### config.mk
export PLATFORM = sky130hd
export DESIGN_NAME = video_fetch
export DESIGN_NICKNAME = d
export VERILOG_FILES = /design/src/common_pkg.sv /design/src/video_fetch.sv
export SDC_FILE = /design/constraint.sdc
export NUM_CORES = 1
export LEC_CHECK = 0
export ABC_AREA = 0
export BUFFER_PORTS_ARGS = -buffer_cell sky130_fd_sc_hd__buf_4
export CAP_MARGIN = 40
export CORE_ASPECT_RATIO = 0.8
export CORE_UTILIZATION = 45
export DETAILED_ROUTE_END_ITERATION = 12
export PLACE_DENSITY = 0.8
export SLEW_MARGIN = 40
export SYNTH_ARGS = -nofsm -noshare
export SYNTH_HDL_FRONTEND = slang
export SYNTH_SLANG_ARGS = --single-unit
### constraint.sdc
create_clock -name sys_clock_i -period 5.1 [get_ports sys_clock_i]
set_input_delay 0.255 -clock sys_clock_i [delete_from_list [all_inputs] [get_ports sys_clock_i]]
set_output_delay 0.255 -clock sys_clock_i [all_outputs]
set_load 0.05 [all_outputs]
### src/common_pkg.sv
package common_pkg;

    localparam int CPU_ADDR_WIDTH  = 16;
    localparam int DATA_WIDTH      = 8;
    localparam int PHYS_ADDR_WIDTH = 17;

    typedef logic [CPU_ADDR_WIDTH-1:0]  cpu_addr_t;
    typedef logic [DATA_WIDTH-1:0]      data_t;
    typedef logic [PHYS_ADDR_WIDTH-1:0] phys_addr_t;
    typedef logic [DATA_WIDTH-1:0]      mem_ctl_t;

    // Bit positions in the 8096 memory control register
    localparam int MEM_CTL_ENABLE           = 7;
    localparam int MEM_CTL_IO_PEEK          = 6;
    localparam int MEM_CTL_SCREEN_PEEK      = 5;
    localparam int MEM_CTL_SELECT_HI        = 3;
    localparam int MEM_CTL_SELECT_LO        = 2;
    localparam int MEM_CTL_WRITE_PROTECT_HI = 1;
    localparam int MEM_CTL_WRITE_PROTECT_LO = 0;

    localparam cpu_addr_t MEM_CTL_ADDR = 16'hFFF0;

    localparam phys_addr_t VRAM_PHYS_BASE = 17'h08000;  // Screen memory in bank-less map

    // One CPU bus cycle
    typedef struct packed {
        cpu_addr_t addr;
        data_t     wdata;
        logic      write;
    } cpu_req_t;

    // One access to the shared array
    typedef struct packed {
        phys_addr_t addr;
        data_t      wdata;
        logic       write;
        logic       protect;    // Write is dropped by the array
    } mem_req_t;

    typedef struct packed {
        logic ram_en;
        logic is_vram;
        logic is_rom;
        logic sid_en;
        logic magic_en;
        logic pia1_en;
        logic pia2_en;
        logic via_en;
        logic crtc_en;
        logic io_en;
    } decode_t;

endpackage

### src/video_fetch.sv
`timescale 1ns/1ns

module video_fetch import common_pkg::*; #(
    parameter int CREDITS      = 2,
    parameter int SCREEN_CHARS = 1000
) (
    input  logic     sys_clock_i,
    input  logic     reset_i,
    input  logic     video_en_i,
    input  logic     credit_i,
    input  logic     rsp_valid_i,
    input  data_t    rsp_data_i,

    output mem_req_t req_o,
    output logic     req_valid_o,
    output logic     video_valid_o,
    output data_t    video_data_o
);
    localparam int IDX_W = (SCREEN_CHARS > 1) ? $clog2(SCREEN_CHARS) : 1;
    localparam int CNT_W = $clog2(CREDITS + 1);

    logic [CNT_W-1:0] credits_q;
    logic [IDX_W-1:0] index_q;

    assign req_valid_o = video_en_i && credits_q != '0;   // Stall without credit

    always_comb begin
        req_o      = '0;    // Read only
        req_o.addr = VRAM_PHYS_BASE + PHYS_ADDR_WIDTH'(index_q);
    end

    always_ff @(posedge sys_clock_i) begin
        if (reset_i) begin
            credits_q     <= CNT_W'(CREDITS);
            index_q       <= '0;
            video_valid_o <= 1'b0;
        end else begin
            credits_q     <= credits_q + CNT_W'(credit_i) - CNT_W'(req_valid_o);
            video_valid_o <= rsp_valid_i;
            if (req_valid_o) begin
                index_q <= (index_q == IDX_W'(SCREEN_CHARS - 1)) ? '0 : index_q + 1'b1;
            end
        end
    end

    always_ff @(posedge sys_clock_i) begin
        if (rsp_valid_i) video_data_o <= rsp_data_i;     // Arbiter keeps port order
    end

    assert property (@(posedge sys_clock_i) disable iff (reset_i)
        credits_q <= CNT_W'(CREDITS))
        else $error("video_fetch credit count above CREDITS");

endmodule

==> impl_results.md <==
- # IOs: 50
- Startpoint types: flip-flop
- Die ar.: 2460 um^2
- Cell area after synthesis: 1020 um^2
- Core area: around 2100 um^2
- Via count: 765
- Clk slew on worst S/H paths: 0.11 ns
- Final GP Congestion: 0.751
- Routed wire length: 1.89 mm
- Status: completed
- Vias in the first global route: around 660
- CP endpoint kind: flip-flop
- CTS tree: yes
- Final min period: 1.77 ns
- Post-DRT Antenna Nets: 0
- Setup TNS: 0 ns
- H-tree level count: 1
- Die W: 55.2 um
- Top cell type by total area after synthesis: dfxtp_1
- Placed instance area: 1220 um^2
- Max incr delay on CP: 0.39 ns
- FMAX: 564 MHz
- Crit path buffers/inverters: 2
- Worst Path Required: about 5.3 ns
- Slowest CP cell: dfxtp_1
- Routed WL per cell: ~12 um
- Initial core utilization: between 40% and 50%
- Sink Count: 21
- Pre-Repair DR Iteration Count: 4
- DRC: 0
- Synthesis-to-finish area growth: 22.3%
- Final setup margin: 3.33 ns
- Flops & latches, synth: 21
- Commonest non-fill, non-tap cell in the layout: buf_4
- Finish-stage setup viols: 0
- Arrival time at the worst endpoint: 1.98 ns
- Clk Latency, worst-skew pair: 0.30 ns
- Max_slew headroom: 64.2%
- Final #Nets: 144
- Period utilisation layout: 34.7%
- Post-Syn Instances: 93
- CP cell instances: o21ai_1 -> inv_1 -> ha_1 -> inv_1 -> ha_1 -> xor2_1 -> xnor2_1 -> nand2_1
- Most frequent cells in the layout: buf_4, conb_1, dfxtp_1, edfxtp_1, a21oi_1
- Post-synth cell types: 27
- VDD IR-drop max: approximately 0.21 mV
- Clk root buf: clkbuf_4
- # diodes: 0
- Mean Syn Cell Area: 10.9 um^2
- Setup CP Type: flip-flop to flip-flop
- Pleak: 0.000534 uW
- CTS Buffer Depth: 2
- Design Area, Final: 1240 um^2
- Total CTS buffers: 3
- Worst clock skew: 0.00477 ns
- Global-route wire length before repair: 2.88 mm
- Initial antenna violation count: 0
- Share of the synthesized area in the top cell type: 25.6%
- Core Rows: 15
- Largest net degree at the start of global routing: 12
- Post-CTS Setup Bufs: 0
- Place WS: 3.34 ns
- Max Slew Vio Count: 0
- Max FO, Critical Path: 5
- Die H: 44.5 um
- Final Hold Viols: 0
- Grt total ovfl: 0
- Max Cap Viol: 0
- All-Layer GR Usage: 17.1%
- Pwr Density: 352 nW/um^2
- RSZ-0062 raised after global routing: false
- Worst-margin pin slew: 0.535 ns
- Seq/Total Area, Yosys: 49.2%
- Share of cells above drive strength 1: between 30% and 40%
- Worst min-delay path category: input pin to flip-flop
- Hold-fix buffer count after cts: 0
- Starting DRT DRC Count: 16
- CP top delay family: adder cells
- Synth top area cells: dfxtp_1, edfxtp_1, buf_4, ha_1, a21oi_1
- # resized after CTS: 0
- Vias per inst: 5.03
- Yosys warnings: 0
- DP HPWL: 1.48 mm
- Final core utilization: 58.1%
- Number of port buffers: 32
state kept, by name (all words and copies together), names as in the netlist:
signal	flops
video_valid_o	1
video_data_o	8
credits_q	2
index_q	10
synth_stat cells:
| cell | n |
|---|---|
| mux2i_1 | 1 |
| or4_4 | 1 |
| nand3_1 | 1 |
| buf_4 | 17 |
| o211ai_2 | 1 |
| nor2b_1 | 2 |
| edfxtp_1 | 8 |
| a21oi_2 | 1 |
| o31ai_1 | 3 |
| nor2_1 | 3 |
| or4_1 | 2 |
| o21ai_1 | 1 |
| nand4_1 | 3 |
| nand2_1 | 4 |
| o2111ai_4 | 1 |
| conb_1 | 2 |
| o211ai_1 | 1 |
| xor2_1 | 3 |
| ha_1 | 3 |
| o21ai_0 | 4 |
| inv_1 | 5 |
| o41ai_4 | 1 |
| nand2b_1 | 1 |
| a21oi_1 | 6 |
| or3_1 | 4 |
| xnor2_1 | 1 |
| dfxtp_1 | 13 |
power by group:
group | switching [uW] | leakage (uW) | total [uW] | internal, uW
clock network | 48.3 | 0.0000150 | 78.8 | 30.5
registers | 22.6 | 0.000184 | 214 | 192
logic | 100 | 0.000335 | 145 | 45.1
area by class of cell:
| cell class | count | area [um^2] |
|---|---|---|
| inverters | 5 | 18.8 |
| flip-flops and latches | 21 | 500 |
| fillers | 202 | 896 |
| multi-input cells | 65 | 427 |
| well taps | 25 | 31.3 |
| repair buffers | 32 | 240 |
| clock buffers | 4 | 26.3 |
logic make-up after synthesis:
family	after synthesis	synth area share [%]
AO/OA/AOI/OAI	19	15.7
XOR/XNOR	4	3.44
adder cells (fa/ha/maj)	3	3.69
buffers and inverters	22	14.4
flip-flops	21	49.2
multiplexers	1	0.984
other	2	0.738
AND/OR/NAND/NOR	21	11.8
stage by stage:
stage / hold WS, ns / cells / power [uW]
after floorplan: 0.324 / 108 / 336
after global placement: 0.434 / 148 / 359
after detailed placement: 0.435 / 148 / 365
after CTS: 0.112 / 152 / 443
after global routing: 0.0940 / 152 / 466
final: 0.118 / 152 / 438
per-layer routing:
layer / vias to the layer above / global-route usage [%] / wire, um
met5: - / 0 / 0
met4: 0 / 7.50 / 32
met3: 4 / 6.53 / 131
met2: 34 / 26.5 / 950
met1: 359 / 20.8 / 771
li1: 368 / - / -
worst reg2reg max path, stage by stage (launching register included):
cell and delay (ns):
dfxtp_1 0.39, o21ai_1 0.30, inv_1 0.11, ha_1 0.31, inv_1 0.06, ha_1 0.14, xor2_1 0.18, xnor2_1 0.13
nand2_1 0.06
worst paths after layout:
check	start	end	slack, ns	depth (start not counted)
min	rsp_data_i[3]	video_data_o[3]	0.12	1
max reg2reg	credits_q[0]	credits_q[1]	3.33	8
max	credits_q[0]	credits_q[1]	3.33	8
min reg2reg	index_q[9]	index_q[9]	0.52	2
No activity file was read; power rests on OpenSTA's default activity.
