<file path="src/common_pkg.sv">
package common_pkg;

    localparam int CPU_ADDR_WIDTH  = 16;
    localparam int DATA_WIDTH      = 8;
    localparam int PHYS_ADDR_WIDTH = 17;

    typedef logic [CPU_ADDR_WIDTH-1:0]  cpu_addr_t;
    typedef logic [DATA_WIDTH-1:0]      data_t;
    typedef logic [PHYS_ADDR_WIDTH-1:0] phys_addr_t;
    typedef logic [DATA_WIDTH-1:0]      mem_ctl_t;

    // Bit positions in the 8096 memory control register
    localparam int MEM_CTL_ENABLE           = 7;
    localparam int MEM_CTL_IO_PEEK          = 6;
    localparam int MEM_CTL_SCREEN_PEEK      = 5;
    localparam int MEM_CTL_SELECT_HI        = 3;
    localparam int MEM_CTL_SELECT_LO        = 2;
    localparam int MEM_CTL_WRITE_PROTECT_HI = 1;
    localparam int MEM_CTL_WRITE_PROTECT_LO = 0;

    localparam cpu_addr_t MEM_CTL_ADDR = 16'hFFF0;

    localparam phys_addr_t VRAM_PHYS_BASE = 17'h08000;  // Screen memory in bank-less map

    // One CPU bus cycle
    typedef struct packed {
        cpu_addr_t addr;
        data_t     wdata;
        logic      write;
    } cpu_req_t;

    // One access to the shared array
    typedef struct packed {
        phys_addr_t addr;
        data_t      wdata;
        logic       write;
        logic       protect;    // Write is dropped by the array
    } mem_req_t;

    typedef struct packed {
        logic ram_en;
        logic is_vram;
        logic is_rom;
        logic sid_en;
        logic magic_en;
        logic pia1_en;
        logic pia2_en;
        logic via_en;
        logic crtc_en;
        logic io_en;
    } decode_t;

endpackage

</file>
<file path="src/memory_control.sv">
`timescale 1ns/1ns

module memory_control import common_pkg::*; (
    input  logic      sys_clock_i,
    input  logic      reset_i,
    input  logic      wr_strobe_i,
    input  cpu_addr_t cpu_addr_i,
    input  data_t     cpu_data_i,

    output logic      bank_en_o,
    output logic      bank_a15_o,
    output logic      bank_ro_o
);
    mem_ctl_t mem_ctl;
    logic     in_lo_bank;
    logic     in_hi_bank;
    logic     screen_peek;
    logic     io_peek;

    always_ff @(posedge sys_clock_i) begin
        if (reset_i) begin
            mem_ctl <= '0;                          // Expansion off
        end else if (wr_strobe_i && cpu_addr_i == MEM_CTL_ADDR) begin
            mem_ctl <= cpu_data_i;
        end
    end

    always_comb begin
        in_lo_bank  = cpu_addr_i[15:14] == 2'b10;   // $8000-$BFFF
        in_hi_bank  = cpu_addr_i[15:14] == 2'b11;   // $C000-$FFFF

        // Peek-through windows stay on the base map
        screen_peek = mem_ctl[MEM_CTL_SCREEN_PEEK] && cpu_addr_i[15:12] == 4'h8;
        io_peek     = mem_ctl[MEM_CTL_IO_PEEK] && cpu_addr_i[15:11] == 5'b11101;

        bank_en_o   = mem_ctl[MEM_CTL_ENABLE]
                      && ((in_lo_bank && !screen_peek) || (in_hi_bank && !io_peek));

        bank_a15_o  = in_hi_bank ? mem_ctl[MEM_CTL_SELECT_HI]
                                 : mem_ctl[MEM_CTL_SELECT_LO];

        bank_ro_o   = bank_en_o && (in_hi_bank ? mem_ctl[MEM_CTL_WRITE_PROTECT_HI]
                                               : mem_ctl[MEM_CTL_WRITE_PROTECT_LO]);
    end

endmodule

</file>
<file path="src/address_decoding.sv">
`timescale 1ns/1ns

module address_decoding import common_pkg::*; (
    input  logic     sys_clock_i,
    input  logic     reset_i,
    input  logic     cpu_be_i,
    input  logic     cpu_req_valid_i,
    input  cpu_req_t cpu_req_i,

    output decode_t  decode_o,
    output mem_req_t mem_req_o,
    output logic     mem_req_valid_o,
    output logic     mem_req_drop_o
);
    localparam decode_t DEC_NONE  = '0;
    localparam decode_t DEC_RAM   = '{ram_en: 1'b1, default: 1'b0};
    localparam decode_t DEC_VRAM  = '{ram_en: 1'b1, is_vram: 1'b1, default: 1'b0};
    localparam decode_t DEC_ROM   = '{ram_en: 1'b1, is_rom: 1'b1, default: 1'b0};
    localparam decode_t DEC_SID   = '{sid_en: 1'b1, default: 1'b0};
    localparam decode_t DEC_MAGIC = '{magic_en: 1'b1, default: 1'b0};
    localparam decode_t DEC_PIA1  = '{pia1_en: 1'b1, io_en: 1'b1, default: 1'b0};
    localparam decode_t DEC_PIA2  = '{pia2_en: 1'b1, io_en: 1'b1, default: 1'b0};
    localparam decode_t DEC_VIA   = '{via_en: 1'b1, io_en: 1'b1, default: 1'b0};
    localparam decode_t DEC_CRTC  = '{crtc_en: 1'b1, default: 1'b0};   // No io_en for CRTC

    logic      bank_en;
    logic      bank_a15;
    logic      bank_ro;
    cpu_addr_t addr;

    assign addr = cpu_req_i.addr;

    memory_control i_memory_control (
        .sys_clock_i (sys_clock_i),
        .reset_i     (reset_i),
        .wr_strobe_i (cpu_req_valid_i && cpu_be_i && cpu_req_i.write),
        .cpu_addr_i  (addr),
        .cpu_data_i  (cpu_req_i.wdata),
        .bank_en_o   (bank_en),
        .bank_a15_o  (bank_a15),
        .bank_ro_o   (bank_ro)
    );

    always_comb begin
        if (!cpu_be_i) begin
            decode_o = DEC_NONE;
        end else if (bank_en) begin
            decode_o = bank_ro ? DEC_ROM : DEC_RAM;             // Expansion bank hit
        end else begin
            priority casez (addr)
                16'b0???_????_????_????: decode_o = DEC_RAM;    // $0000-$7FFF
                16'b1000_1111_????_????: decode_o = DEC_SID;    // $8F00-$8FFF
                16'b1000_????_????_????: decode_o = DEC_VRAM;   // $8000-$8FFF
                16'b1110_1000_0000_????: decode_o = DEC_MAGIC;  // $E800-$E80F
                16'b1110_1000_0001_????: decode_o = DEC_PIA1;   // $E810-$E81F
                16'b1110_1000_001?_????: decode_o = DEC_PIA2;   // $E820-$E83F
                16'b1110_1000_01??_????: decode_o = DEC_VIA;    // $E840-$E87F
                16'b1110_1000_1???_????: decode_o = DEC_CRTC;   // $E880-$E8FF
                default:                 decode_o = DEC_ROM;
            endcase
        end
    end

    always_comb begin
        mem_req_o.addr    = {bank_en, bank_en ? bank_a15 : addr[15], addr[14:0]};
        mem_req_o.wdata   = cpu_req_i.wdata;
        mem_req_o.write   = cpu_req_i.write;
        mem_req_o.protect = decode_o.is_rom;    // ROM contents live in the array
    end

    assign mem_req_valid_o = cpu_req_valid_i && cpu_be_i;
    assign mem_req_drop_o  = cpu_req_valid_i && !cpu_be_i;   // Credit only, no access

endmodule

</file>
<file path="config.mk">
export PLATFORM = sky130hd
export DESIGN_NAME = address_decoding
export DESIGN_NICKNAME = d
export VERILOG_FILES = /design/src/common_pkg.sv /design/src/memory_control.sv /design/src/address_decoding.sv
export SDC_FILE = /design/constraint.sdc
export NUM_CORES = 1
export LEC_CHECK = 0
export ABC_CLOCK_PERIOD_IN_PS = 3200
export BUFFER_PORTS_ARGS = -buffer_cell sky130_fd_sc_hd__buf_2
export CORE_MARGIN = 2
export CORE_UTILIZATION = 39
export CTS_CLUSTER_DIAMETER = 30
export DETAILED_ROUTE_END_ITERATION = 8
export GPL_TIMING_DRIVEN = 1
export PLACE_DENSITY_LB_ADDON = 0.15
export SYNTH_ARGS = -nofsm -noshare
export SYNTH_HDL_FRONTEND = slang
export SYNTH_HIERARCHICAL = 1
export SYNTH_SLANG_ARGS = --single-unit
export TNS_END_PERCENT = 20
</file>
<file path="constraint.sdc">
create_clock -name sys_clock_i -period 3.2 [get_ports sys_clock_i]
set_input_delay 0.64 -clock sys_clock_i [delete_from_list [all_inputs] [get_ports sys_clock_i]]
set_output_delay 0.64 -clock sys_clock_i [all_outputs]
set_load 0.02 [all_outputs]
</file>
==> results of run 1 <==
[cells in the final DEF (no fill, tap or decap), drive strengths merged]
cell type and n:
and4bb 1, buf 67, dfxtp 7, a21o 1, a2bb2oi 1, inv 3
mux2 1, and2 1, nand2 4, or3 1, nand3 2, nand4 4
nor4 1, nor2b 5, nand3b 1, nand2b 14, a21boi 1, nor3 5
o211a 1, clkbuf 4, a21oi 1, nor4b 1, mux2i 8, nor2 4
and3 1, and4 1, nor3b 2
[cell type report]
class                   instances  area, µm²  area share
well taps                      27       33.8      0.0323
multi-input cells              62        495       0.473
repair buffers                 67        340       0.325
flip-flops and latches          7        140       0.134
clock buffers                   4       26.3      0.0251
inverters                       3       11.3      0.0108
[cell families after synthesis]
| logic type | after synthesis | share of synthesized area |
|---|---|---|
| buffers and inverters | 30 | 0.249 |
| AND/OR/NAND/NOR | 48 | 0.432 |
| AO/OA/AOI/OAI | 5 | 0.0459 |
| multiplexers | 9 | 0.108 |
| flip-flops | 7 | 0.166 |
[synth_stat cells, types with 2 or more instances]
cell type / count
nand4_2: 2
mux2i_1: 8
buf_4: 26
nand2_1: 4
nand2b_1: 14
inv_1: 3
nor2_1: 4
nor3b_1: 2
nor3_1: 4
dfxtp_1: 7
nor2b_1: 5
[final timing paths]
path / start / to / slack, ns
hold / removal: i_memory_control/mem_ctl[1] / i_memory_control/mem_ctl[1] / 0.47
setup / recovery: cpu_req_i[23] / decode_o[4] / 0.16
hold reg to reg: i_memory_control/mem_ctl[1] / i_memory_control/mem_ctl[1] / 0.47
setup reg to reg: i_memory_control/mem_ctl[3] / i_memory_control/mem_ctl[3] / 2.60
[per-stage QoR]
stage	cell area (µm²)	std cells	setup WS, ns	utilization
after CTS	1050	170	0.141	0.523
final	1050	170	0.160	0.523
after global routing	1050	170	0.00527	0.523
after detailed placement	1020	166	0.158	0.510
after floorplan	846	99	0.196	-
after global placement	1020	166	0.200	0.510
[routing by layer]
metal | share of wire | global-route usage | vias up | wire length (µm)
met2 | 0.47 | 0.254 | 39 | 858
met3 | 0.12 | 0.0476 | 4 | 215
met1 | 0.40 | 0.181 | 353 | 740
met5 | 0 | 0 | - | 0
li1 | - | - | 404 | -
met4 | 0.0087 | 0.0541 | 0 | 16
[worst register-to-register path: stages, from the launching register on]
cell,delay [ns]
dfxtp_1,0.32
nand2b_1,0.07
mux2i_1,0.14
[report_power, final]
group | internal [W] | switching (W)
sequential | 0.0000873 | 0.0000000000931
combinational | 0.0000364 | 0.0000573
clock | 0.0000475 | 0.0000310
==> results.json, run 1 <==
{
  "clockRootBuffer": "clkbuf_4",
  "slowest_stage": "or3_4",
  "synth_ff_type": "dfxtp_1",
  "start_util": 0.422,
  "min_period_over_period": 0.950,
  "dp_hpwl_mm": 1.51,
  "p_leak_nw": 0.599,
  "wl_mm": 1.83,
  "route.detailed.drc": 0,
  "syn_nets": 128,
  "cts_hold_buf": 0,
  "synth_enable_flop_cells": 0,
  "cp.depth": 9,
  "grt_pass1_wl_mm": 2.99,
  "fillers": 205,
  "fmax_ghz": 0.329,
  "cts_tree": "built",
  "rows": 16,
  "routedWlPerCell_um": 10.8,
  "vias": 800,
  "postRouteAntennaNets": 0,
  "grt_overflow": 0,
  "drv_cap": 0,
  "die_w_um": 50.6,
  "place_congestion": 0.755,
  "viasPerCell": 4.71,
  "regMostFlops": "i_memory_control/mem_ctl",
  "core_region_area_um2": 2000,
  "synthCells": 99,
  "cts_max_level": 1,
  "drive_gt1_frac": 0.552,
  "worstSkewPairLatency_ns": 0.25,
  "seq_area_frac_synth": 0.166,
  "first_pass_iters": 2,
  "syn-cell-area_um2": 846,
  "async_flop_share": 0,
  "cts_buffers": 3,
  "antenna_found_initial": 0,
  "ff2ff_path_depth": 2,
  "first_global_vias": 683,
  "setup_viol": 0,
  "rsz0062_at_grt": "false",
  "die_h_um": 50.6,
  "endpoint_kind": "output port",
  "synth_top_area_frac": 0.231,
  "diodes": 0,
  "max_stage_delay_ns": 0.41,
  "setup-tns-final_ns": 0,
  "synth.avg_cell_area_um2": 8.54,
  "die-area_um2": 2560,
  "ios": 68,
  "drt_iter0_markers": 8,
  "cp-start-kind": "input port",
  "holdWs_ns": 0.475,
  "fin_skew_ns": 0,
  "crit_family": "simple AND/OR/NAND/NOR gates",
  "ys_top_cells_by_area": "buf_4 23%, dfxtp_1 17%, nand2b_1 10%, mux2i_1 9.5%, nor2b_1 3.7%",
  "period_needed_ns": 3.04,
  "synth_seq_cells": 7,
  "area_growth_pct": 23.8,
  "powerDensity_nw_per_um2": 248,
  "hold_depth": 2,
  "cts_resized": 0,
  "largest_reg_flops": 7,
  "grt_use_total": 0.152,
  "status": "complete, no violations",
  "post_cts_buffers": 0,
  "crit_path_frequent_cell": "buf_2",
  "port_buffers": 65,
  "reg.largest.list": "i_memory_control/mem_ctl (7)",
  "clockBufferDepth": 2,
  "slew_headroom": 0.798,
  "power_w": 0.000260,
  "critPathKind": "input port to output port",
  "ir_worst_vdd_mv": 0.186,
  "critPathBufInv": 2,
  "worst-path-max-fanout": 7,
  "synth_area_leader_cell": "buf_4",
  "required_ns": 2.56,
  "cp_cell_sequence": "buf_2 > nand3_2 > a2bb2oi_1 > o211a_1 > nor2b_1 > nand2_1 > or3_4 > nor4b_4 > buf_2",
  "worstHoldPathType": "flip-flop to flip-flop",
  "grt_max_degree": 15,
  "clock_sinks": 7,
  "clkTransAtPathRegs_ns": 0.05,
  "worst_pin_slew_ns": 0.301,
  "slew_viol_final": 0,
  "hold_viol": 0,
  "yosysWarnings": 6,
  "ys_types": 31,
  "final_nets": 173,
  "cp.arrival_ns": 2.40
}
No activity file was read; power rests on OpenSTA's default activity.
==> run 2: changes to the inputs <==
- ABC_CLOCK_PERIOD_IN_PS: 3200 -> 3500
- CORE_UTILIZATION: 39 -> 42
- REMOVE_ABC_BUFFERS: not set -> 1
- clock period: 3.2 -> 3.5 ns (I/O delays scaled with it)
==> results.json, run 2 (synthesis results as in run 1) <==
{
  "status": "complete, no violations",
  "grt_max_degree": 15,
  "required_ns": 2.80,
  "startpoint": "cpu_req_i[23]",
  "ios": 68,
  "regMostFlops": "i_memory_control/mem_ctl",
  "core_region_area_um2": 1920,
  "post_cts_buffers": 0,
  "r2r_start": "i_memory_control/mem_ctl[1]",
  "clockBufferDepth": 2,
  "reg.largest.list": "i_memory_control/mem_ctl (7)",
  "hold_viol": 0,
  "first_global_vias": 641,
  "min_to": "i_memory_control/mem_ctl[2]",
  "rsz0062_at_grt": "false",
  "route.detailed.drc": 0,
  "wl_mm": 1.78,
  "cts_resized": 0,
  "worstHoldPathType": "flip-flop to flip-flop",
  "setup-tns-final_ns": 0,
  "fin_skew_ns": 0,
  "cts_max_level": 1,
  "dp_hpwl_mm": 1.49,
  "critPathKind": "input port to output port",
  "port_buffers": 65,
  "drt_iter0_markers": 5,
  "drive_gt1_frac": 0.546,
  "post-place-ws_ns": 0.188,
  "ff2ff_path_depth": 2,
  "powerDensity_nw_per_um2": 230,
  "r2r_setup_slack_ns": 2.91,
  "period_needed_ns": 3.32,
  "setup_slack_ns": 0.181,
  "endpoint_kind": "output port",
  "worstHoldStart": "i_memory_control/mem_ctl[2]",
  "vias": 783,
  "final_nets": 171,
  "clock_sinks": 7,
  "cts_tree": "built",
  "seq_area_um2": 140,
  "viasPerCell": 4.66,
  "mostFrequentLayoutCells": "65 x buf_2, 14 x nand2b_1, 8 x mux2i_1",
  "fillers": 206,
  "rows": 16,
  "p_leak_nw": 0.589,
  "slew_headroom": 0.790,
  "largest_reg_flops": 7,
  "clockRootBuffer": "clkbuf_4",
  "grt_pass1_wl_mm": 2.82,
  "slew_viol_final": 0,
  "first_pass_iters": 4,
  "routedWlPerCell_um": 10.6,
  "fmax_ghz": 0.301,
  "multi_input_area_um2": 495,
  "grt_use_total": 0.149,
  "die-area_um2": 2390,
  "grt_overflow": 0,
  "cts_buffers": 3,
  "hold_depth": 2,
  "place_congestion": 0.827,
  "antenna_found_initial": 0,
  "area_growth_pct": 22.0,
  "cp.arrival_ns": 2.62,
  "die_h_um": 48.9,
  "cts_hold_buf": 0,
  "clkTransAtPathRegs_ns": 0.05,
  "postRouteAntennaNets": 0,
  "power_w": 0.000237,
  "diodes": 0,
  "drv_cap": 0,
  "cp-start-kind": "input port",
  "min_period_over_period": 0.948,
  "die_w_um": 48.9,
  "ir_worst_vdd_mv": 0.160,
  "start_util": 0.440,
  "worstSkewPairLatency_ns": 0.25,
  "setup_viol": 0,
  "worst-path-max-fanout": 7,
  "rr_endpoint": "i_memory_control/mem_ctl[1]",
  "worst_pin_slew_ns": 0.312,
  "final_common_cell": "buf_2"
}
-- run 2: changes by cell type in the layout (fill, tap and decap cells not counted) --
cell,delta
buf_4,-2
-- run 2: worst max-delay path, cell delays in order --
cell       delay (ns)
buf_2            0.17
nand3_2          0.12
a2bb2oi_1        0.15
o211a_1          0.28
nor2b_1          0.22
nand2_1          0.12
or3_4            0.42
nor4b_4          0.24
buf_2            0.19
-- run 2: metrics by stage --
step                      instances  hold WS [ns]  area [µm²]   util
final                           168         0.480        1030  0.537
after global routing            168         0.497        1030  0.537
after floorplan                  72         0.448         647      -
after CTS                       168         0.483        1030  0.537
after detailed placement        164         0.466        1010  0.523
after global placement          164         0.460        1010  0.523
-- run 2: report_power, final --
| group | switching [W] | internal [W] | total [W] |
|---|---|---|---|
| Clock | 0.0000296 | 0.0000435 | 0.0000731 |
| Combinational | 0.0000519 | 0.0000326 | 0.0000844 |
| Sequential | 0.0000000000930 | 0.0000798 | 0.0000798 |
| Total | 0.0000815 | 0.000156 | 0.000237 |
-- run 2: worst max-delay path by stage --
stage,to,cells past startpoint
after global placement,decode_o[4],9
after CTS,decode_o[4],9
final,decode_o[4],9
after floorplan,decode_o[3],7
after global routing,decode_o[4],9
after detailed placement,decode_o[4],9
-- run 2: metal layers --
layer	global-route usage	up-vias	part of all wire
met5	0	-	0
met4	0.0714	0	0.0022
met3	0.0368	2	0.10
met2	0.235	40	0.46
met1	0.188	340	0.44
li1	-	401	-
-- run 2: cell type report --
class | count | area share
multi-input combinational | 62 | 0.480
timing repair buffer | 65 | 0.315
sequential | 7 | 0.136
tap | 27 | 0.0327
clock buffer | 4 | 0.0255
inverter | 3 | 0.0109
