==> config.mk <==
export PLATFORM = sky130hd
export DESIGN_NAME = bus_arbiter
export DESIGN_NICKNAME = d
export VERILOG_FILES = /design/src/common_pkg.sv /design/src/bus_arbiter.sv
export SDC_FILE = /design/constraint.sdc
export NUM_CORES = 1
export LEC_CHECK = 0
export BUFFER_PORTS_ARGS = -buffer_cell sky130_fd_sc_hd__clkbuf_2
export CORE_AREA = 5 5 99 101
export DETAILED_ROUTE_END_ITERATION = 12
export DIE_AREA = 0 0 104 106
export PLACE_DENSITY = 0.82
export SLEW_MARGIN = 5
export SYNTH_ARGS = -nofsm -noshare
export SYNTH_HDL_FRONTEND = slang
export SYNTH_SLANG_ARGS = --single-unit
==> constraint.sdc <==
create_clock -name sys_clock_i -period 5.13 [get_ports sys_clock_i]
set_clock_uncertainty 0.05 [all_clocks]
set_input_delay 0.513 -clock sys_clock_i [delete_from_list [all_inputs] [get_ports sys_clock_i]]
set_output_delay 0.513 -clock sys_clock_i [all_outputs]
set_load 0.005 [all_outputs]
==> src/common_pkg.sv <==
package common_pkg;

    localparam int CPU_ADDR_WIDTH  = 16;
    localparam int DATA_WIDTH      = 8;
    localparam int PHYS_ADDR_WIDTH = 17;

    typedef logic [CPU_ADDR_WIDTH-1:0]  cpu_addr_t;
    typedef logic [DATA_WIDTH-1:0]      data_t;
    typedef logic [PHYS_ADDR_WIDTH-1:0] phys_addr_t;
    typedef logic [DATA_WIDTH-1:0]      mem_ctl_t;

    // Bit positions in the 8096 memory control register
    localparam int MEM_CTL_ENABLE           = 7;
    localparam int MEM_CTL_IO_PEEK          = 6;
    localparam int MEM_CTL_SCREEN_PEEK      = 5;
    localparam int MEM_CTL_SELECT_HI        = 3;
    localparam int MEM_CTL_SELECT_LO        = 2;
    localparam int MEM_CTL_WRITE_PROTECT_HI = 1;
    localparam int MEM_CTL_WRITE_PROTECT_LO = 0;

    localparam cpu_addr_t MEM_CTL_ADDR = 16'hFFF0;

    localparam phys_addr_t VRAM_PHYS_BASE = 17'h08000;  // Screen memory in bank-less map

    // One CPU bus cycle
    typedef struct packed {
        cpu_addr_t addr;
        data_t     wdata;
        logic      write;
    } cpu_req_t;

    // One access to the shared array
    typedef struct packed {
        phys_addr_t addr;
        data_t      wdata;
        logic       write;
        logic       protect;    // Write is dropped by the array
    } mem_req_t;

    typedef struct packed {
        logic ram_en;
        logic is_vram;
        logic is_rom;
        logic sid_en;
        logic magic_en;
        logic pia1_en;
        logic pia2_en;
        logic via_en;
        logic crtc_en;
        logic io_en;
    } decode_t;

endpackage

==> src/bus_arbiter.sv <==
`timescale 1ns/1ns

module bus_arbiter import common_pkg::*; #(
    parameter int CREDITS = 2
) (
    input  logic     sys_clock_i,
    input  logic     reset_i,

    input  mem_req_t cpu_req_i,
    input  logic     cpu_req_valid_i,
    input  logic     cpu_drop_i,
    output logic     cpu_credit_o,
    output logic     cpu_rsp_valid_o,
    output data_t    cpu_rsp_data_o,

    input  mem_req_t vid_req_i,
    input  logic     vid_req_valid_i,
    output logic     vid_credit_o,
    output logic     vid_rsp_valid_o,
    output data_t    vid_rsp_data_o,

    output mem_req_t mem_req_o,
    output logic     mem_en_o,
    input  data_t    mem_rdata_i
);
    localparam int PTR_W = (CREDITS > 1) ? $clog2(CREDITS) : 1;
    localparam int CNT_W = $clog2(CREDITS + 1);
    localparam int CPU   = 0;
    localparam int VID   = 1;

    typedef enum logic {LAST_CPU, LAST_VID} last_e;

    mem_req_t         queue    [2][CREDITS];
    mem_req_t         push_req [2];
    logic [PTR_W-1:0] wr_ptr   [2];
    logic [PTR_W-1:0] rd_ptr   [2];
    logic [CNT_W-1:0] count    [2];
    logic [1:0]       push;
    logic [1:0]       grant;
    logic [1:0]       not_empty;
    logic             cpu_ready;
    logic             drop_q;
    logic             cpu_rsp_q;
    logic             vid_rsp_q;
    last_e            last_q;

    function automatic logic [PTR_W-1:0] next_ptr(input logic [PTR_W-1:0] ptr);
        if (ptr == PTR_W'(CREDITS - 1)) return '0;
        return ptr + 1'b1;
    endfunction

    always_comb begin
        push            = {vid_req_valid_i, cpu_req_valid_i};
        push_req[CPU]   = cpu_req_i;
        push_req[VID]   = vid_req_i;
        not_empty[CPU]  = count[CPU] != '0;
        not_empty[VID]  = count[VID] != '0;
        cpu_ready       = not_empty[CPU] && !drop_q;   // Pending drop credit goes first

        grant = '0;
        if (cpu_ready && not_empty[VID]) begin
            grant = (last_q == LAST_CPU) ? 2'b10 : 2'b01;
        end else if (cpu_ready) begin
            grant = 2'b01;
        end else if (not_empty[VID]) begin
            grant = 2'b10;
        end
    end

    assign mem_req_o = grant[VID] ? queue[VID][rd_ptr[VID]] : queue[CPU][rd_ptr[CPU]];
    assign mem_en_o  = |grant;

    always_ff @(posedge sys_clock_i) begin
        for (int p = 0; p < 2; p++) begin
            if (push[p]) queue[p][wr_ptr[p]] <= push_req[p];
        end
    end

    always_ff @(posedge sys_clock_i) begin
        if (reset_i) begin
            for (int p = 0; p < 2; p++) begin
                wr_ptr[p] <= '0;
                rd_ptr[p] <= '0;
                count[p]  <= '0;
            end
            last_q    <= LAST_VID;
            drop_q    <= 1'b0;
            cpu_rsp_q <= 1'b0;
            vid_rsp_q <= 1'b0;
        end else begin
            for (int p = 0; p < 2; p++) begin
                if (push[p])  wr_ptr[p] <= next_ptr(wr_ptr[p]);
                if (grant[p]) rd_ptr[p] <= next_ptr(rd_ptr[p]);
                count[p] <= count[p] + CNT_W'(push[p]) - CNT_W'(grant[p]);
            end
            if (grant[CPU]) begin
                last_q <= LAST_CPU;
            end else if (grant[VID]) begin
                last_q <= LAST_VID;
            end
            drop_q    <= cpu_drop_i;
            cpu_rsp_q <= grant[CPU] && !mem_req_o.write;    // Writes get no response
            vid_rsp_q <= grant[VID];
        end
    end

    assign cpu_credit_o    = grant[CPU] || drop_q;
    assign vid_credit_o    = grant[VID];
    assign cpu_rsp_valid_o = cpu_rsp_q;
    assign cpu_rsp_data_o  = mem_rdata_i;
    assign vid_rsp_valid_o = vid_rsp_q;
    assign vid_rsp_data_o  = mem_rdata_i;

    // A requester that keeps to its credits never overruns its queue
    assert property (@(posedge sys_clock_i) disable iff (reset_i)
        !(push[CPU] && count[CPU] == CNT_W'(CREDITS))
        && !(push[VID] && count[VID] == CNT_W'(CREDITS)))
        else $error("push into full arbiter queue");

    // With both ports waiting the grant passes to the other port
    assert property (@(posedge sys_clock_i) disable iff (reset_i)
        grant[CPU] && not_empty[VID] |=> grant[VID])
        else $error("video port passed over after a CPU grant");

    assert property (@(posedge sys_clock_i) disable iff (reset_i)
        grant[VID] && not_empty[CPU] |=> grant[CPU] || drop_q)
        else $error("CPU port passed over after a video grant");

endmodule

==> flow_results.org, run 1 <==
** Worst setup path
- Critical path peak fanout :: 16
- For flop-to-flop paths, the worst setup slack is a little over 3 ns.
- The worst setup path is launched from a flip-flop.
- Source of the worst register-to-register timing path :: count[0][0]
- Counting cells, the worst reg-to-reg path comes to 4.
- At the worst endpoint, the required time is roughly 4.6 ns.
- In this run the critical register-to-register path is captured at rd_ptr[0][1].
- Setup crit end kind :: output pin
- Critical path origin :: count[0][0]
- The worst setup path is of the flip-flop to output pin kind.
- At the worst endpoint, the arrival time is about 2.5 ns.

** Yosys
- Synthesis instantiated 32 different standard cells from the library.
- Synth area leaders :: sky130_fd_sc_hd__edfxtp_1 (69%), sky130_fd_sc_hd__mux2i_1 (17%), sky130_fd_sc_hd__dfxtp_1 (3.3%), sky130_fd_sc_hd__buf_4 (2.9%), sky130_fd_sc_hd__nor2b_1 (0.77%)
- The cell area that synthesis handed to floorplanning was around 5000 um^2.
- Synthesis produced between 200 and 300 cells.
- Synth Net Count :: around 350
- Mean cell area of the mapped netlist :: between 15 and 20 um^2
- Sequential fraction of the synthesis area :: 0.726
- Top cell type's share of synthesized area :: 0.693
- Number of register bits inferred by synthesis :: 120
- The synthesized design spends more area on one cell type than any other, namely sky130_fd_sc_hd__edfxtp_1.
- During synthesis, Yosys emitted a total of 0 warnings.

** Power
- Dividing total power by cell area gives a power density of 498 nW/um^2.
- Worst IR drop on VDD :: 0.340 mV
- Net load switching power :: just under 800 uW
- Cell internal power dissipation :: 2.13 mW
- Net switching fraction of the power :: 0.266
- Power share of the combinational group :: 0.204
- Of the total power, the clock network draws 0.373.
- Relative contribution of sequential cells to total power :: 0.423
- Summed over all cells, the static leakage comes to 2.25 nW.

** Clock network
- Root Buffer Master :: sky130_fd_sc_hd__clkbuf_8
- CTS built an H-tree with a depth of 4.
- Post-CTS Hold Buffers :: 0
- Clk_lat worst skew :: approximately 0.50 ns
- In this run, CTS created clock tree buffers numbering 17.
- TritonCTS built the clock tree.
- Register clock-pin slew on the reported worst setup and hold paths :: 0.06 ns
- No sink is reached through more buffers than the 2 on the longest clock path.
- Count of buffers added by post-CTS timing repair for setup :: 0
- Number of sinks on the clock net :: 120
- After clock tree synthesis, the repair step resized 0 gates.

** Place
- Number of port buffers :: 90
- At the end of routability-driven placement, the weighted congestion stood at between 0.7 and 0.8.
- Summed over all nets, the half-perimeter wirelength after detailed placement is between 5000 and 6000 um.
- After detailed placement, the design holds a cell count of approximately 450.

** Route
- For this run, design rule violations remaining after detail routing come to 0.
- Total Routed Length :: 8900 um
- The final route contains between 2000 and 3000 vias.
- Vias/cell :: roughly 5.2
- Dividing the detail-routed wire length by the instance count gives around 18 um.
- Detail Route Antenna Nets :: 0
- Number of DRC violations after detailed-routing iteration 0 :: 110
- Length of the first detailed-routing pass in iterations :: 4

** Cells and area
- After the last flow step, the layout net total stands at between 400 and 500.
- Leading cell type in the layout, fill and taps excluded :: sky130_fd_sc_hd__edfxtp_1
- Antenna fix cells :: 0
- Commonest cells after routing, fill and taps aside :: sky130_fd_sc_hd__edfxtp_1 (112), sky130_fd_sc_hd__clkbuf_2 (90), sky130_fd_sc_hd__mux2i_1 (81)
- The finished layout holds roughly 490 standard cells, fillers aside.
- Proportion of layout cells with a drive suffix above 1 :: 0.350
- Synth-to-Final Area Change :: 20.2%

** Hold path
- Depth of the worst hold-timing path :: 1
- Worst Hold Launch :: vid_req_i[14]
- Worst min path class :: input port to flip-flop
- For hold timing, the worst endpoint is queue[0][95].

** STA
- In the finished design, the share of the clock period the worst path needs comes to 0.590.
- At the pin with the least slew margin, the transition time is 0.919 ns.
- Derived from the worst setup path, the maximum achievable clock frequency is around 330 MHz.
- The worst pin sits at a relative slew slack of 0.386.
- The routed design could run at a clock period as short as 3.02 ns.
- Max-slew violations :: 0
- Fin. Hold Viols :: 0
- For the final routed database, the setup TNS stands at 0 ns.
- Final setup fails :: 0
- RSZ-0062 raised after global routing :: false

** Global routing
- Wire length of the first global-routing pass :: around 14000 um
- The total overflow left after global routing is 0.
- Largest net degree at the start of global routing :: 28
- Across every metal layer, demand over resource in global routing totals 0.165.
- Number of global-route vias before repair :: roughly 2800
- The initial antenna violation count is 0.

** Floorplanning
- Overall die height :: about 110 um
- The initial utilization of the core area, before any placement, comes to 0.544.
- Num rows :: 35
- Total core area :: 8930 um^2
- In this run the horizontal extent of the chip is around 100 um.
- Pin placement for this block handled approximately 120 I/O pins.
- Die Area :: 11000 um^2

** Status
- The flow ran to the end, and the final reports show no timing, DRC or antenna violations.

** Run
- Max-cap violations in this run came to 0.
==> sequential cells by signal (all words and copies together) (netlist names) <==
| register | count |
|---|---|
| count | 4 |
| vid_rsp_valid_o | 1 |
| queue | 108 |
| cpu_rsp_valid_o | 1 |
| last_q | 1 |
| wr_ptr | 2 |
| rd_ptr | 2 |
| drop_q | 1 |
==> worst max-delay path, cell delays in order (launching register included) <==
cell and delay [ns]:
sky130_fd_sc_hd__dfxtp_1 0.33, sky130_fd_sc_hd__o21ba_1 0.28, sky130_fd_sc_hd__a21oi_4 0.58, sky130_fd_sc_hd__buf_4 0.40
sky130_fd_sc_hd__mux2i_1 0.22, sky130_fd_sc_hd__clkbuf_2 0.13
==> kinds of logic (layout without fill, tap and decap cells) <==
group,Yosys count,after routing,share of synthesized area
AO/OA/AOI/OAI,11,11,0.0175
XOR/XNOR,1,1,0.00180
adder cells (fa/ha/maj),2,2,0.00515
buffers and inverters,31,128,0.0443
flip-flops,120,120,0.726
multiplexers,82,82,0.169
AND/OR/NAND/NOR,30,30,0.0363
==> routing by layer <==
layer | up-vias | share of wire | GRT usage
met5 | - | 0 | 0
met4 | 0 | 0.012 | 0.0527
met3 | 15 | 0.056 | 0.0601
met2 | 73 | 0.51 | 0.285
met1 | 1233 | 0.42 | 0.193
li1 | 1217 | - | -
==> layout make-up <==
class | count | area [um^2]
clock buffers | 17 | 414
fillers | 656 | 3100
repair buffers | 95 | 488
multi-input cells | 126 | 1130
well taps | 111 | 139
clock inverters | 14 | 134
flip-flops and latches | 120 | 3520
inverters | 2 | 7.51
==> metrics by stage <==
step           utilization  setup slack (ns)  hold WS [ns]  cell area [um^2]  total power, mW
2_1_floorplan            -              2.92         0.491              4860             1.65
3_3_place_gp         0.592              2.68         0.536              5290             1.83
3_5_place_dp         0.592              2.60         0.535              5290             1.85
4_1_cts              0.654              2.07         0.129              5840             2.94
5_1_grt              0.654              1.96         0.120              5840             3.04
6_report             0.654              2.11         0.144              5840             2.91
==> synth_stat cells <==
library cell / instances
sky130_fd_sc_hd__nand3b_1: 1
sky130_fd_sc_hd__o21ai_1: 1
sky130_fd_sc_hd__dfxtp_1: 8
sky130_fd_sc_hd__or2_2: 3
sky130_fd_sc_hd__o21bai_1: 1
sky130_fd_sc_hd__a21oi_4: 1
sky130_fd_sc_hd__nor2_1: 5
sky130_fd_sc_hd__mux2i_1: 81
sky130_fd_sc_hd__xnor2_1: 1
sky130_fd_sc_hd__or3_1: 1
sky130_fd_sc_hd__edfxtp_1: 112
sky130_fd_sc_hd__nand2b_1: 4
sky130_fd_sc_hd__and2b_1: 1
sky130_fd_sc_hd__mux2_2: 1
sky130_fd_sc_hd__nor3b_1: 3
sky130_fd_sc_hd__a21oi_1: 1
sky130_fd_sc_hd__nor2b_1: 6
sky130_fd_sc_hd__inv_1: 2
sky130_fd_sc_hd__o21ai_0: 2
sky130_fd_sc_hd__a21o_1: 1
sky130_fd_sc_hd__buf_2: 4
sky130_fd_sc_hd__nor3_1: 3
sky130_fd_sc_hd__buf_6: 3
sky130_fd_sc_hd__a31oi_1: 1
sky130_fd_sc_hd__clkbuf_1: 3
sky130_fd_sc_hd__nand3_1: 1
sky130_fd_sc_hd__buf_4: 19
sky130_fd_sc_hd__a31o_2: 1
sky130_fd_sc_hd__ha_1: 2
sky130_fd_sc_hd__and2_1: 2
sky130_fd_sc_hd__a2111oi_0: 1
sky130_fd_sc_hd__o21ba_1: 1
==> power by group through the flow <==
stage          registers [mW]  clock network [mW]  logic [mW]
6_report                 1.23                1.08       0.593
5_1_grt                  1.24                1.15       0.648
4_1_cts                  1.23                1.10       0.605
3_5_place_dp             1.25                   0       0.602
3_3_place_gp             1.24                   0       0.590
2_1_floorplan            1.19                   0       0.460
==> worst max path at each step <==
stage                     depth (start not counted)       endpoint  slack, ns
after floorplan                                   1  queue[0][100]       2.92
after global placement                            5  mem_req_o[16]       2.68
after detailed placement                          5  mem_req_o[26]       2.60
after CTS                                         5  mem_req_o[26]       2.07
after global routing                              5  mem_req_o[21]       1.96
final                                             5  mem_req_o[26]       2.11
Power figures use the tool's default switching activity.
==> inputs of run 2 (changes only) <==
ABC_AREA = 1   (was not set)
CORE_AREA = 5 5 103 105   (was 5 5 99 101)
DIE_AREA = 0 0 108 110   (was 0 0 104 106)
PLACE_DENSITY = 0.79   (was 0.82)
clock period = 3 ns   (was 5.13 ns; I/O delays follow)
==> run 2 against run 1 <==
  * Total power grew 87%
  * Critical endpoint is now mem_req_o[8]
  * Sequential power grew 64%
  * Area after synthesis grew 4.1%
  * Critical path type unchanged
  * Core utilization grew 4.6 points
  * Largest cell class unchanged
  * Largest power group is now clock
==> flow_results.org, run 2 <==
** Run
- Across the run, the number of max-cap violations was 0.

** Yosys
- The netlist uses 25 different library cells.
- Mean cell area of the mapped netlist :: approximately 14 um^2
- Synth Net Count :: ~420
- Top cell type's share of synthesized area :: 0.665
- After synthesis, the largest family of logic cells by area is compound AO/OA/AOI/OAI gates.
- Xor/xnor share of the synthesized area :: 0
- Post-synth EDFFs :: ~110
- Cell count after synthesis :: 349
- Of the total synthesized cell area, the portion taken by AND, OR, NAND and NOR gates is 0.0564.
- The Yosys step of the flow raised 0 warnings.
- Sequential fraction of the synthesis area :: 0.697
- Share of flip-flops with an asynchronous set or reset :: 0
- Ranked by instance count, the synthesized netlist is headed by sky130_fd_sc_hd__edfxtp_1 (112), sky130_fd_sc_hd__nand2_1 (44), sky130_fd_sc_hd__inv_1 (41).
- The fraction of the mapped netlist area in compound gates came to 0.106.
- Sorting the synthesized cells by area gives the leading types as sky130_fd_sc_hd__edfxtp_1 (67%), sky130_fd_sc_hd__mux2i_1 (5.3%), sky130_fd_sc_hd__o211ai_2 (4.9%), sky130_fd_sc_hd__o21ai_2 (3.5%), sky130_fd_sc_hd__nand2_1 (3.3%).
- In this run the cell area of the synthesized design comes to slightly above 5000 um^2.
- Most common cell in the netlist :: sky130_fd_sc_hd__edfxtp_1
- Library cell with the largest summed area after synthesis :: sky130_fd_sc_hd__edfxtp_1
- Adder-Cell Fraction of Synth Area :: 0.00495
- After synthesis the netlist holds a flip-flop and latch count of 120.
- Main flop type after synthesis :: sky130_fd_sc_hd__edfxtp_1
- Measured against the total synthesized area, the mux share comes to 0.0534.

** Floorplanning
- The floorplan has 36 rows.
- The die covers about 12000 um^2.
- Initial Util :: 0.530
- Overall die height :: between 100 and 150 um
- Number of I/O pins :: 115
- Overall die width :: 108 um
- The region available for standard cell placement spans approximately 9500 um^2.

** Worst setup path
- STA classifies the critical path startpoint as a flip-flop.
- Reg-to-reg slack, setup :: approximately 1.1 ns
- Setup crit end kind :: output pin
- WP data arrival :: ~2.3 ns
- Along the worst path, the maximum fanout reaches 58.
- Kind of critical path :: flip-flop to output pin
- For the worst setup path, the data required time is around 2.7 ns.

** STA
- Final setup fails :: 0
- Period utilization :: 0.876
- Post-layout min period :: around 2.6 ns
- Fin. Hold Viols :: 0
- Static timing analysis puts the maximum clock frequency at between 300 and 400 MHz.
- RSZ-0062 raised after global routing :: false
- Worst Tran Pin Value :: 0.914 ns
- Headroom to the max-slew limit came out at 0.389.
- The total count of max-transition violations in the final report is 0.
- Total negative setup slack :: 0 ns
- Hold timing on the final database bottoms out at a slack of 0.162 ns.

** Status
- Result of the run :: finished clean

** Route
- Total via count after detailed routing :: slightly above 3000
- In this run, the number of DRC markers left after iteration 0 of detailed routing was 113.
- For this run, design rule violations remaining after detail routing come to 0.
- Detail Route Antenna Nets :: 0
- Post-DR wirelength/cell :: 16.0 um
- Summed over all layers, the routed wires come to a little over 10000 um.
- Vias/cell :: between 4 and 5
- The pre-antenna-repair detailed-routing pass consisted of 4 iterations.

** Place
- Dpl cell area :: about 5500 um^2
- At the end of routability-driven placement, the weighted congestion stood at roughly 0.78.
- Number of port buffers :: 90
- Detailed placement HPWL :: just over 6000 um

** Global routing
- Wire length of the first global-routing pass :: ~16000 um
- Entering global routing, the biggest net connects 59 pins.
- Overall overflow remaining after global route :: 0
- Number of antenna violations at the first check in global routing :: 0
- In the global route stage, overall resource usage came out at 0.182.
- The via count of the first global-routing pass is about 3300.

** Clock network
- CTS-repair resized insts :: 0
- The clock reaches the later pin of the worst-skew pair after ~0.50 ns.
- Number of buffers created by CTS :: 17
- TritonCTS built the clock tree.
- H-tree Lvls :: 4
- Register clock-pin slew on the reported worst setup and hold paths :: ~0.050 ns
- The longest clock path from root to sink contains 2 buffers.
- In this run the clock root is driven by a sky130_fd_sc_hd__clkbuf_8.
- The clock net in this run drives a total of 120 sinks.

** Cells and area
- For this run, the post-layout net count is between 500 and 600.
- The register with the most flip-flops in the layout has approximately 110 of them.
- Leaving out fill and tap cells, the most frequent cell in the layout is sky130_fd_sc_hd__edfxtp_1.
- Proportion of layout cells with a drive suffix above 1 :: 0.344
- Commonest cells after routing, fill and taps aside :: sky130_fd_sc_hd__edfxtp_1 (112), sky130_fd_sc_hd__clkbuf_2 (90), sky130_fd_sc_hd__dlygate4sd3_1 (57)
- After routing the design area is approximately 6700 um^2.
- Synth-to-Final Area Change :: 32.0%
- Final core utilization :: 0.699

** Power
- The worst-case IR drop observed on VDD is roughly 0.44 mV.
- In this run the power spent charging and discharging nets is about 1.5 mW.
- Summed over all cells, the static leakage comes to between 2 and 3 nW.
- Net switching fraction of the power :: 0.274
- Cell internal power dissipation :: 3.94 mW
- Power share of the combinational group :: 0.239
- The share of total power dissipated in sequential elements is 0.372.
- Power spread over the standard cell area amounts to 814 nW/um^2.
- Tot Pwr :: between 5 and 6 mW
- The share of total power dissipated in the clock network is 0.389.

** Hold path
- The min-delay analysis places its worst path in the category input port to flip-flop.
## run 2: cell count changes after synthesis, sizes merged, moves of 4 or more
| cell | change |
|---|---|
| nand2 | +47 |
| mux2i | -54 |
| nor2b | -6 |
| inv | +41 |
| nand3 | +5 |
| o211ai | +26 |
| nor2 | +8 |
| o21ai | +28 |
| nand2b | -4 |
## run 2: final timing paths
path | cells after the start | to | from
max reg2reg | 7 | rd_ptr[0][0] | count[0][1]
min reg2reg | 2 | count[0][1] | count[0][1]
min | 3 | wr_ptr[0][0] | cpu_req_valid_i
max | 7 | mem_req_o[8] | count[0][1]
## run 2: metrics by stage
stage | cells | setup slack, ns
after floorplan | 349 | 0.971
after global placement | 547 | 1.00
after detailed placement | 547 | 0.874
after CTS | 636 | 0.320
after global routing | 636 | 0.183
final | 637 | 0.373
## run 2: per-layer routing
metal / track usage / vias up / share of wire
li1: - / 1508 / -
met1: 0.192 / 1456 / 0.39
met2: 0.343 / 65 / 0.55
met3: 0.0501 / 21 / 0.040
met4: 0.0757 / 0 / 0.016
met5: 0 / - / 0
## run 2: final cells by class
type	instances	area, um^2
clock buffers	18	418
flip-flops and latches	120	3520
inverters	44	165
repair buffers	153	1070
clock inverters	14	205
fillers	652	2870
diodes	1	2.50
multi-input cells	154	1130
well taps	133	166
## run 2: cells by family after synthesis
| kind of cell | after synthesis |
|---|---|
| AOI/OAI and AO/OA | 59 |
| adders and majority gates | 2 |
| buffers and inverters | 75 |
| DFF | 120 |
| muxes | 27 |
| and+or+nand+nor | 66 |
## run 2: what timing repair did
action                    in CTS  in global routing
hold endpoints to repair     112                  0
buffers inserted               0                  0
hold buffers                  57                  0
## run 2: power by group through the flow
stage	combinational (mW)	clock (mW)	sequential, mW
2_1_floorplan	0.920	0	2.04
4_1_cts	1.32	2.14	2.02
3_5_place_dp	1.25	0	2.06
5_1_grt	1.43	2.22	2.03
6_report	1.30	2.11	2.02
3_3_place_gp	1.21	0	2.05
## run 2: critical path: stages, from the launching register on
cell,delay [ns]
sky130_fd_sc_hd__dfxtp_1,0.36
sky130_fd_sc_hd__inv_2,0.05
sky130_fd_sc_hd__nand2_4,0.07
sky130_fd_sc_hd__nand3_4,0.08
sky130_fd_sc_hd__nand2_4,0.62
sky130_fd_sc_hd__o211ai_1,0.22
sky130_fd_sc_hd__o21ai_0,0.16
sky130_fd_sc_hd__clkbuf_2,0.18
==> inputs of run 3 (changes only) <==
BUFFER_PORTS_ARGS = not set   (was -buffer_cell sky130_fd_sc_hd__clkbuf_2)
CORE_AREA = 5 5 98 100   (was 5 5 103 105)
DIE_AREA = 0 0 103 105   (was 0 0 108 110)
DONT_BUFFER_PORTS = 1   (was not set)
PLACE_DENSITY = 0.75   (was 0.79)
==> run 3 against run 2 <==
  * Sequential share of layout area is 4.7 points higher
  * Worst setup slack better by 0.16 ns
  * Fmax is 6.5% higher
  * First-iteration DRC count is 0.88% higher
  * Wire length is 4.4% lower
  * Flip-flop and latch count stayed put
  * Clock power is 11% lower
  * Die area is 9.0% lower
==> flow_results.org, run 3 (synthesis gave the netlist of run 2 again) <==
** Hold path
- Worst min path class :: input port to flip-flop
- Worst Hold Endpoint :: count[0][1]
- Along the worst hold path, the cell count comes to 3.
- Worst Hold Launch :: cpu_req_valid_i

** Clock network
- The H-tree was split into 4 levels.
- CTS-repair resized insts :: 0
- Clock latency on the worst-skew pair, taken at its later pin, is ~0.5 ns.
- CTS tree :: yes
- Deepest clock path buffer count :: 2
- Number of buffers created by CTS :: 17
- In this run the post-CTS setup repair buffer count came out at 0.
- Register clock-pin slew on the reported worst setup and hold paths :: ~0.06 ns
- Clock tree synthesis found a total of 120 sinks.
- Root Buffer Master :: sky130_fd_sc_hd__clkbuf_8

** Worst setup path
- Reg-to-Reg End :: count[0][0]
- Critical path peak fanout :: slightly below 60
- Data required time at the worst endpoint :: 2.65 ns
- Kind of critical path :: flip-flop to output pin
- The startpoint identified for the worst register-to-register timing path is count[0][3].
- Setup slack on the worst reg-to-reg path comes out at roughly 1.1 ns.
- WP data arrival :: around 2.1 ns
- The worst register-to-register path has a depth of 10.
- STA classifies the critical path startpoint as a flip-flop.
- Setup crit end kind :: output pin

** Route
- Number of DRC violations after detailed-routing iteration 0 :: roughly 110
- Length of the first detailed-routing pass in iterations :: 6
- The detail route stage leaves a number of antenna-violating nets equal to 0.
- DRC violations left :: 0
- In this run the top signal layer used is met4.
- Met2 Routed Length :: between 5000 and 6000 um
- Total via count after detailed routing :: roughly 2800
- Total Routed Length :: between 9000 and 10000 um
- Wire segments on met3 add up to 654 um in the final route.
- Metal-1 WL :: between 3000 and 4000 um
- After detailed routing, the average wire length per cell comes to between 15 and 20 um.
- Using the TritonRoute via totals, the vias-per-cell ratio works out to 5.43.

** Cells and area
- Leading cell type in the layout, fill and taps excluded :: sky130_fd_sc_hd__edfxtp_1
- Layout filler cell count :: roughly 550
- The top cell types in the final layout, fill and taps aside, are sky130_fd_sc_hd__edfxtp_1 (112), sky130_fd_sc_hd__dlygate4sd3_1 (59), sky130_fd_sc_hd__nand2_1 (44).
- Post-layout instance count excluding filler cells :: between 500 and 600
- The register with the most flip-flops in the layout has between 100 and 150 of them.
- Antenna fix cells :: 0
- The net count of the finished layout is 470.
- In the final layout, the share of cells above drive strength 1 is 0.196.
- Relative to the synthesized area, the layout overhead comes to 21.3%.

** Global routing
- Largest net degree at the start of global routing :: 59
- The first global-routing pass estimated about 15000 um of wire.
- Number of antenna violations at the first check in global routing :: 0
- Overall routing resource usage :: 0.191
- Overall overflow remaining after global route :: 0
- The via count of the first global-routing pass is roughly 3100.

** STA
- Static timing analysis puts the maximum clock frequency at between 400 and 500 MHz.
- At the pin with the least slew margin, the transition time is about 0.88 ns.
- Setup repair after global routing left no endpoint under its margin.
- The tightest hold path in the finished design has a slack of 0.0659 ns.
- Tightest slew margin relative to the limit :: 0.411
- In the finished design, the share of the clock period the worst path needs comes to 0.823.
- Setup ws final :: 0.532 ns
- Post-layout min period :: 2.47 ns
- Max-slew violations :: 0
- Setup violations remaining at the end of the flow were counted as 0.
- Fin. Hold Viols :: 0
- Total negative setup slack :: 0 ns

** Status
- Result of the run :: finished clean

** Floorplanning
- ~120 I/O pins were placed.
- Row generation in the floorplan step produced 34 rows.
- Overall die height :: 105 um
- The initial utilization of the core area, before any placement, comes to 0.589.
- Measured along the x axis, the die boundary spans 103 um.
- The die covers 10800 um^2.
- The core region is ~8600 um^2.

** Run
- Across the run, the number of max-cap violations was 0.

** Place
- Detailed placement HPWL :: 5590 um
- Cell total after placement :: 431
- During placement, the flow inserted port buffers numbering 0.
- Timing analysis after detailed placement gives a worst setup slack of about 1.1 ns.
- Final weighted congestion in routability-driven placement :: 0.776

** Power
- Worst IR drop on VDD :: between 0.4 and 0.5 mV
- Leakage dissipation :: 2.33 nW
- Total power for the finished layout comes to 4.98 mW.
- Power Density :: ~800 nW/um^2
-- run 3: area by class of cell --
| class | instances | area, um^2 | area share |
|---|---|---|---|
| Tap cell | 108 | 135 | 0.0220 |
| Sequential cell | 120 | 3520 | 0.574 |
| Clock buffer | 19 | 422 | 0.0687 |
| Inverter | 44 | 165 | 0.0269 |
| Timing Repair Buffer | 64 | 628 | 0.102 |
| Clock inverter | 13 | 131 | 0.0214 |
| Multi-Input combinational cell | 154 | 1130 | 0.184 |
-- run 3: through the flow --
stage | instance area [um^2] | util
6_report | 6140 | 0.714
5_1_grt | 6140 | 0.714
3_5_place_dp | 4990 | 0.581
2_1_floorplan | 5060 | -
3_3_place_gp | 4990 | 0.581
4_1_cts | 6140 | 0.714
-- run 3: power breakdown --
group          internal, mW  switching, mW
clock                  1.17          0.694
sequential             1.97         0.0501
combinational         0.399          0.691
-- run 3: worst max path at each step --
stage | slack, ns | to | startpoint
after floorplan | 0.97 | queue[0][100] | wr_ptr[0][1]
after global placement | 1.12 | rd_ptr[0][1] | count[0][1]
after detailed placement | 1.06 | mem_req_o[8] | count[0][1]
after CTS | 0.51 | mem_req_o[8] | count[0][1]
after global routing | 0.37 | mem_req_o[8] | count[0][1]
final | 0.53 | mem_req_o[8] | count[0][1]
-- run 3: routing by layer --
| metal | up-vias | track usage |
|---|---|---|
| li1 | 1331 | - |
| met1 | 1397 | 0.208 |
| met3 | 14 | 0.0613 |
| met5 | - | 0 |
| met4 | 0 | 0.0897 |
| met2 | 94 | 0.330 |
-- run 3: what timing repair did --
action                                  4_1_cts  5_1_grt
endpoints found under the hold margin       114        0
hold buffers                                 59        0
endpoints found under the setup margin        0        0
-- run 3: critical path, cell delays in order, from the launching register on --
cell and delay (ns):
sky130_fd_sc_hd__dfxtp_1 0.36, sky130_fd_sc_hd__inv_2 0.05, sky130_fd_sc_hd__nand2_4 0.07, sky130_fd_sc_hd__nand3_4 0.08, sky130_fd_sc_hd__nand2_4 0.63, sky130_fd_sc_hd__o211ai_1 0.21
sky130_fd_sc_hd__o21ai_0 0.19
